File: src/rtl/l2_cache_pkg.sv
/*
 * L2 cache request definitions
 * Line geometry, request operation codes and queue sizing for the miss path
 */
package l2_cache_pkg;

	// Line and address geometry
	localparam int LINE_BYTES = 64;

	typedef logic [25:0] line_addr_t;
	typedef logic [5:0] set_index_t;
	typedef logic [19:0] l2_tag_t;
	typedef logic [LINE_BYTES * 8 - 1:0] line_data_t;
	typedef logic [LINE_BYTES - 1:0] byte_mask_t;

	// Request operation codes
	typedef logic [2:0] l2_op_t;

	localparam l2_op_t L2_OP_LOAD = 3'd0;
	localparam l2_op_t L2_OP_STORE = 3'd1;
	localparam l2_op_t L2_OP_LOAD_SYNC = 3'd2;
	localparam l2_op_t L2_OP_STORE_SYNC = 3'd3;
	localparam l2_op_t L2_OP_FLUSH = 3'd4;

	// Entries in each of the writeback and load queues
	localparam int REQUEST_QUEUE_LENGTH = 8;
	// Requests still in flight in the cache pipeline after a stall is raised
	localparam int REQ_LATENCY = 4;
	// Lines that can have a miss outstanding at once
	localparam int PENDING_ENTRIES = 8;

endpackage

File: src/rtl/pending_miss_table.sv
/*
 * Pending miss table
 * Tracks line addresses with a miss outstanding and counts the queued
 * requests per line, so later misses to the same line skip the bus read
 */
module pending_miss_table (
	input  logic                     clk,
	input  logic                     reset,
	input  logic                     enqueue_load_i,
	input  l2_cache_pkg::line_addr_t enqueue_addr_i,
	output logic                     duplicate_o,
	input  logic                     reissue_valid_i,
	input  l2_cache_pkg::line_addr_t reissue_addr_i
);
	import l2_cache_pkg::*;

	localparam int INDEX_WIDTH = $clog2(PENDING_ENTRIES);

	typedef logic [3:0] ref_count_t;

	logic entry_valid [PENDING_ENTRIES];
	line_addr_t entry_addr [PENDING_ENTRIES];
	ref_count_t entry_count [PENDING_ENTRIES];
	logic [PENDING_ENTRIES - 1:0] enqueue_match;
	logic [PENDING_ENTRIES - 1:0] count_up;
	logic [PENDING_ENTRIES - 1:0] count_down;
	logic free_found;
	logic [INDEX_WIDTH - 1:0] free_index;
	logic allocate;

	always_comb
	begin
		free_found = 1'b0;
		free_index = '0;
		for (int i = 0; i < PENDING_ENTRIES; i++)
		begin
			enqueue_match[i] = entry_valid[i] && entry_addr[i] == enqueue_addr_i;
			count_down[i] = reissue_valid_i && entry_valid[i] && entry_addr[i] == reissue_addr_i;
			count_up[i] = enqueue_load_i && enqueue_match[i];

			// Lowest free slot takes a new line
			if (!entry_valid[i] && !free_found)
			begin
				free_found = 1'b1;
				free_index = INDEX_WIDTH'(i);
			end
		end
	end

	assign duplicate_o = enqueue_load_i && |enqueue_match;
	// A line with no room in the table goes to the bus untracked
	assign allocate = enqueue_load_i && !(|enqueue_match) && free_found;

	always_ff @(posedge clk or posedge reset)
	begin
		if (reset)
		begin
			for (int i = 0; i < PENDING_ENTRIES; i++)
			begin
				entry_valid[i] <= 1'b0;
				entry_count[i] <= '0;
			end
		end
		else
		begin
			for (int i = 0; i < PENDING_ENTRIES; i++)
			begin
				if (allocate && free_index == INDEX_WIDTH'(i))
				begin
					entry_valid[i] <= 1'b1;
					entry_count[i] <= ref_count_t'(1);
				end
				else if (count_up[i] && !count_down[i])
					entry_count[i] <= entry_count[i] + 1'b1;
				else if (count_down[i] && !count_up[i])
				begin
					entry_count[i] <= entry_count[i] - 1'b1;
					// Slot is free again once its last reference is gone
					if (entry_count[i] == ref_count_t'(1))
						entry_valid[i] <= 1'b0;
				end
			end
		end
	end

	always_ff @(posedge clk)
	begin
		if (allocate)
			entry_addr[free_index] <= enqueue_addr_i;
	end

endmodule

File: config.mk
export PLATFORM = sky130hd
export DESIGN_NAME = pending_miss_table
export DESIGN_NICKNAME = d
export VERILOG_FILES = /design/src/rtl/l2_cache_pkg.sv /design/src/rtl/pending_miss_table.sv
export SDC_FILE = /design/constraint.sdc
export NUM_CORES = 1
export LEC_CHECK = 0
export BUFFER_PORTS_ARGS = -buffer_cell sky130_fd_sc_hd__buf_4
export CAP_MARGIN = 40
export CORE_ASPECT_RATIO = 1.4
export CORE_UTILIZATION = 60
export CTS_CLUSTER_SIZE = 20
export DETAILED_ROUTE_END_ITERATION = 8
export PLACE_DENSITY = 0.78
export SLEW_MARGIN = 20
export SYNTH_ARGS = -nofsm -noshare
export SYNTH_HDL_FRONTEND = slang
export SYNTH_SLANG_ARGS = --single-unit
File: constraint.sdc
create_clock -name clk -period 5.8 [get_ports clk]
set_input_delay 0.29 -clock clk [delete_from_list [all_inputs] [get_ports clk]]
set_output_delay 0.29 -clock clk [all_outputs]
set_load 0.05 [all_outputs]
---- Yosys cells after proc, flatten, opt, wreduce, memory -nomap -nowiden ----
Memory sizes are Yosys's and may differ from the RTL's.
Index checks and enable logic that the tools add are counted.
cells by class
  add/subtract/negate cells ............... 16
  equal/unequal tests ..................... 39
  muxes and demuxes ....................... 73
  reductions and logical operators ........ 130
operators with widths
  operator               count
  $eq A26 B26 Y1         16
  $mux W4                24
  $logic_and A1 B1 Y1    66
  $mux W1                43
  $add A4 B1 Y4 const B  8
  $eq A4 B1 Y1 const B   8
  $reduce_bool A2 Y1     16
  $sub A4 B1 Y4 const B  8
  $logic_not A1 Y1       30
  $reduce_and A3 Y1      8
  $reduce_bool A3 Y1     8
  $mux W3                6
  $ne A2 B2 Y1 const B   8
  $eq A3 B3 Y1 const B   4
  $reduce_or A8 Y1       1
  $eq A3 B2 Y1 const B   2
  $eq A3 B1 Y1 const B   1
  $logic_not A3 Y1       1
storage, ports and cells
  bits in registers ....................... 40
  bits in writable memories ............... 208
  input bits .............................. 56
  memories kept ........................... 1
memory list
  name        words  width  rd ports  clocked after memory_dff  write ports  RTL line                  text
  entry_addr  8      26     8         0                         1            pending_miss_table.sv:22  line_addr_t entry_addr [PENDING_ENTRIES];

---- Longest topological paths before layout ----
  depth in word-level cells ............... 25
  depth in mapped cells ................... 9

---- Least setup slack after synthesis ----
Ideal clock, no wire load.
  kind .................................... input to register
  from .................................... input enqueue_addr_i[21]
  to ...................................... memory entry_addr[5][0] in the netlist's numbering (enable)
  data arrival time ....................... 3339 ps
  required time ........................... 5347 ps
  slack ................................... 2009 ps
  stages on the path ...................... 7
  buffers on the path ..................... 1
  cells stage by stage .................... buf_2 xnor2_1 nand4_1 nor4_2 a32oi_1 nand4_2 nor3_1
on the way
  cells in the longest elaborated chain, start to end .. 8
  elaborated cells on any way between the ends .. 22
ends and longest elaborated chain
  item                                   RTL line                  text
  start: declaration                     pending_miss_table.sv:10  input l2_cache_pkg::line_addr_t enqueue_addr_i,
  $eq A26 B26 Y1                         pending_miss_table.sv:37  enqueue_match[i] = entry_valid[i] && entry_addr[i] == enqueue_addr_i;
  $logic_and A1 B1 Y1                    pending_miss_table.sv:37
  $reduce_or A8 Y1 (*)                   pending_miss_table.sv:52  assign allocate = enqueue_load_i && !(|enqueue_match) && free_found;
  $logic_not A1 Y1 (*)                   pending_miss_table.sv:52
  $logic_and A1 B1 Y1 (*) (2 in series)  pending_miss_table.sv:52
  $mux W1 (*)                            pending_miss_table.sv:88  if (allocate)
  $mux W1 (implied by the code) (*)      pending_miss_table.sv:89  entry_addr[free_index] <= enqueue_addr_i;
  end: declaration                       pending_miss_table.sv:22
Every way passes the cells marked *; elsewhere a longest branch is shown, timed or not.

==> impl_metrics.env <==
export IMPL_yosysWarnings=0
export IMPL_num_antenna_cells=0
export IMPL_unrepaired_setup_endpoints_after_global_routing="no"
export IMPL_place_port_buffers=56
export IMPL_postSynth_topFlopCell="edfxtp_1"
export IMPL_detail_route_drc_violations=0
export IMPL_clock_skew_final_ns=0.0160
export IMPL_crit_required_ns=5.51
export IMPL_synth_seq_cells=248
export IMPL_worstPathArrival_ns=3.24
export IMPL_status="finished, final reports clean"
export IMPL_netlist_top_cells_area="edfxtp_1 (43%), xnor2_1 (21%), dfrtp_1 (6.9%), xor2_1 (6.0%), nand4_1 (4.8%)"
export IMPL_cts_made_buffers=25
export IMPL_dieHeight_um=186
export IMPL_finalHoldViolCount=0
export IMPL_ctsLongestPathBuffers=3
export IMPL_first_global_vias=9996
export IMPL_antenna_found_initial=1
export IMPL_tritoncts_clock_tree="built"
export IMPL_clock_fmax_ghz=0.284
export IMPL_yosysMostFrequentCell="xnor2_1"
export IMPL_grt_util_all_layers_pct=34.5
export IMPL_drt_pass1_iter_count=6
export IMPL_globalRouteMet3Util_pct=5.20
export IMPL_grt_util_met2_pct=59.2
export IMPL_final_period_minus_worst_setup_slack_ns=3.53
export IMPL_fin_tns_setup_ns=0
export IMPL_nFillCells=1780
export IMPL_viasPerCell=6.44
export IMPL_fin_nets=1309
export IMPL_cpMaxStageDelayCell="nor4_1"
export IMPL_gp_congestion=0.966
export IMPL_dpl_instance_area_sq_um=15000
export IMPL_critPathCaptureType="output pin"
export IMPL_syn_num_nets=1275
export IMPL_cts_root_buf="clkbuf_16"
export IMPL_max_slew_margin_pct=48.1
export IMPL_chipWidth_um=133
export IMPL_clock_latency_ns=0.54
export IMPL_grt_residual_overflow=0
export IMPL_design_area_sq_um=15900
export IMPL_antenna_left=0
export IMPL_cts_num_sinks=248
export IMPL_area_growth_synth_to_final_pct=9.80
export IMPL_final_setup_viol_count=0
export IMPL_syn_inst=1195
export IMPL_design_portCount=57
export IMPL_power_density_cell_area_nw_per_um2=308
export IMPL_gr_max_usage_layer="met2"
export IMPL_hp_class="in2reg"
export IMPL_worstMarginPinSlew_ns=0.771
export IMPL_power_leakage_nw=5.18
export IMPL_crit_path_max_incr_delay_ns=0.69
export IMPL_synth_area_per_cell_sq_um=12.1
export IMPL_ctsHtreeMaxLevel=1
export IMPL_drv_max_cap_violation_count=0
export IMPL_routed_wire_length_per_instance_um=26.8
export IMPL_synth_common_cells="xnor2_1 (340), edfxtp_1 (208), nand4_1 (112)"
export IMPL_floorplan_initialDensity_pct=61.8
export IMPL_cts_clk_slew_worst_paths_ns=0.06
export IMPL_syn_area_sq_um=14500
export IMPL_path_max_fanout=9
export IMPL_worst_setup_path_type="reg2out"
export IMPL_synth_seq_area_share_pct=50.0
export IMPL_total_die_area_sq_um=24800
export IMPL_synth_edf_count=208
export IMPL_fraction_of_layout_instances_using_a_drive_strength_above_1_pct=11.1
export IMPL_placement_rows=66
export IMPL_globalRouteMet1Util_pct=41.8
export IMPL_grt_pass1_wl_um=61700
export IMPL_routed_wirelength_um=41600
export IMPL_grt_max_degree=41
export IMPL_synth_area_leader_cell="edfxtp_1"
export IMPL_list_of_cells_traversed_by_the_critical_path="xnor2_1 > nand4_1 > nor4_1 > a22oi_1 > nand4_2 > and2_1 > buf_4"
export IMPL_cp_start_kind="register"
export IMPL_report_final_slew_viol_count=0
export IMPL_synth_top_area_share_pct=43.1
export IMPL_layout_worst_path_cycle_share_pct=60.8
export IMPL_post_synthesis_async_set_or_reset_flop_share_pct=16.1
export IMPL_floorplan_core_area_sq_um=23500
export IMPL_ir_drop_uv=280
export IMPL_place_detailed_hpwl_um=27700
export IMPL_drt_iter0_drc=1078
export IMPL_detailroute_via_count=10000
export IMPL_synth_lib_cells_used_distinct=51
[cells by family after synthesis]
kind of cell | synth area share (%)
xor gates and xnor gates | 27.4
and+or+nand+nor | 14.5
buffers and inverters | 3.06
AOI/OAI and AO/OA | 2.83
adders and majority gates | 2.14
DFF | 50.0
[sequential cells by signal (all words and copies together) (netlist names)]
name / cells
entry_count: 32
entry_addr: 208
entry_valid: 8
[layer usage]
layer	part of all wire, %	routed length [um]
met5	0.022	9
met4	5.9	2450
met3	8.8	3670
met2	49	20300
met1	36	15100
[area by class of cell]
type | instances | area (sq um) | share of cell area [%]
Clock inverter | 13 | 175 | 1.10
Clock buffer | 32 | 672 | 4.23
Timing Repair Buffer | 67 | 502 | 3.15
Sequential cell | 248 | 7250 | 45.6
Tap cell | 306 | 383 | 2.41
Multi-Input combinational cell | 867 | 6850 | 43.1
Inverter | 20 | 75.1 | 0.472
[worst max-delay path: cells and delay by family (launching register included)]
| family | cells | cell delay, ns |
|---|---|---|
| DFF | 1 | 0.41 |
| AOI/OAI and AO/OA | 1 | 0.30 |
| and+or+nand+nor | 4 | 1.47 |
| xor gates and xnor gates | 1 | 0.30 |
| buffers and inverters | 1 | 0.21 |
[per-stage QoR]
step | hold WS (ns) | power (W) | util [%] | setup WS (ns) | cells
finish | 0.148 | 0.00491 | 67.8 | 2.27 | 1553
CTS | 0.139 | 0.00490 | 67.8 | 2.39 | 1553
global placement | 0.482 | 0.00320 | 64.1 | 2.52 | 1506
detailed placement | 0.498 | 0.00322 | 64.2 | 2.76 | 1507
global route | 0.142 | 0.00506 | 67.8 | 2.24 | 1553
floorplan | 0.389 | 0.00292 | - | 2.01 | 1195
[what timing repair did]
item,in CTS,in global routing
hold endpoints to repair,40,0
setup buffers,0,0
hold buffers,1,0
gates resized for setup,0,0
[final timing paths]
check                                   from  depth (start not counted)                to  slack, ns
setup / recovery           entry_addr[7][25]                          7       duplicate_o       2.27
hold / removal             enqueue_addr_i[2]                          1  entry_addr[3][2]       0.15
setup reg to reg           entry_addr[7][25]                          8   entry_count[13]       2.82
hold reg to reg               entry_count[7]                          2    entry_count[7]       0.54
max in group asynchronous              reset                          4   entry_count[30]       4.90
min in group asynchronous              reset                          4    entry_valid[6]       0.48
[placed cells by master (no fill, tap or decap), types with 16 or more instances in the layout]
cell type  instances
xnor2_1          340
edfxtp_1         208
nand4_1          112
xor2_1           100
buf_4             65
nor2_1            41
dfrtp_1           40
nor3_1            27
nand3_1           25
clkbuf_16         25
nor4_1            24
nand2_1           24
ha_1              24
and4_1            20
inv_1             19
and3_1            16
[report_power, final]
| group | leakage, nW | total, W | internal [W] | switching (W) |
|---|---|---|---|---|
| registers | 2.36 | 0.00232 | 0.00214 | 0.000186 |
| clock network | 0.409 | 0.00170 | 0.000998 | 0.000701 |
| logic | 2.42 | 0.000884 | 0.000358 | 0.000527 |
No activity file was read; power rests on OpenSTA's default activity.
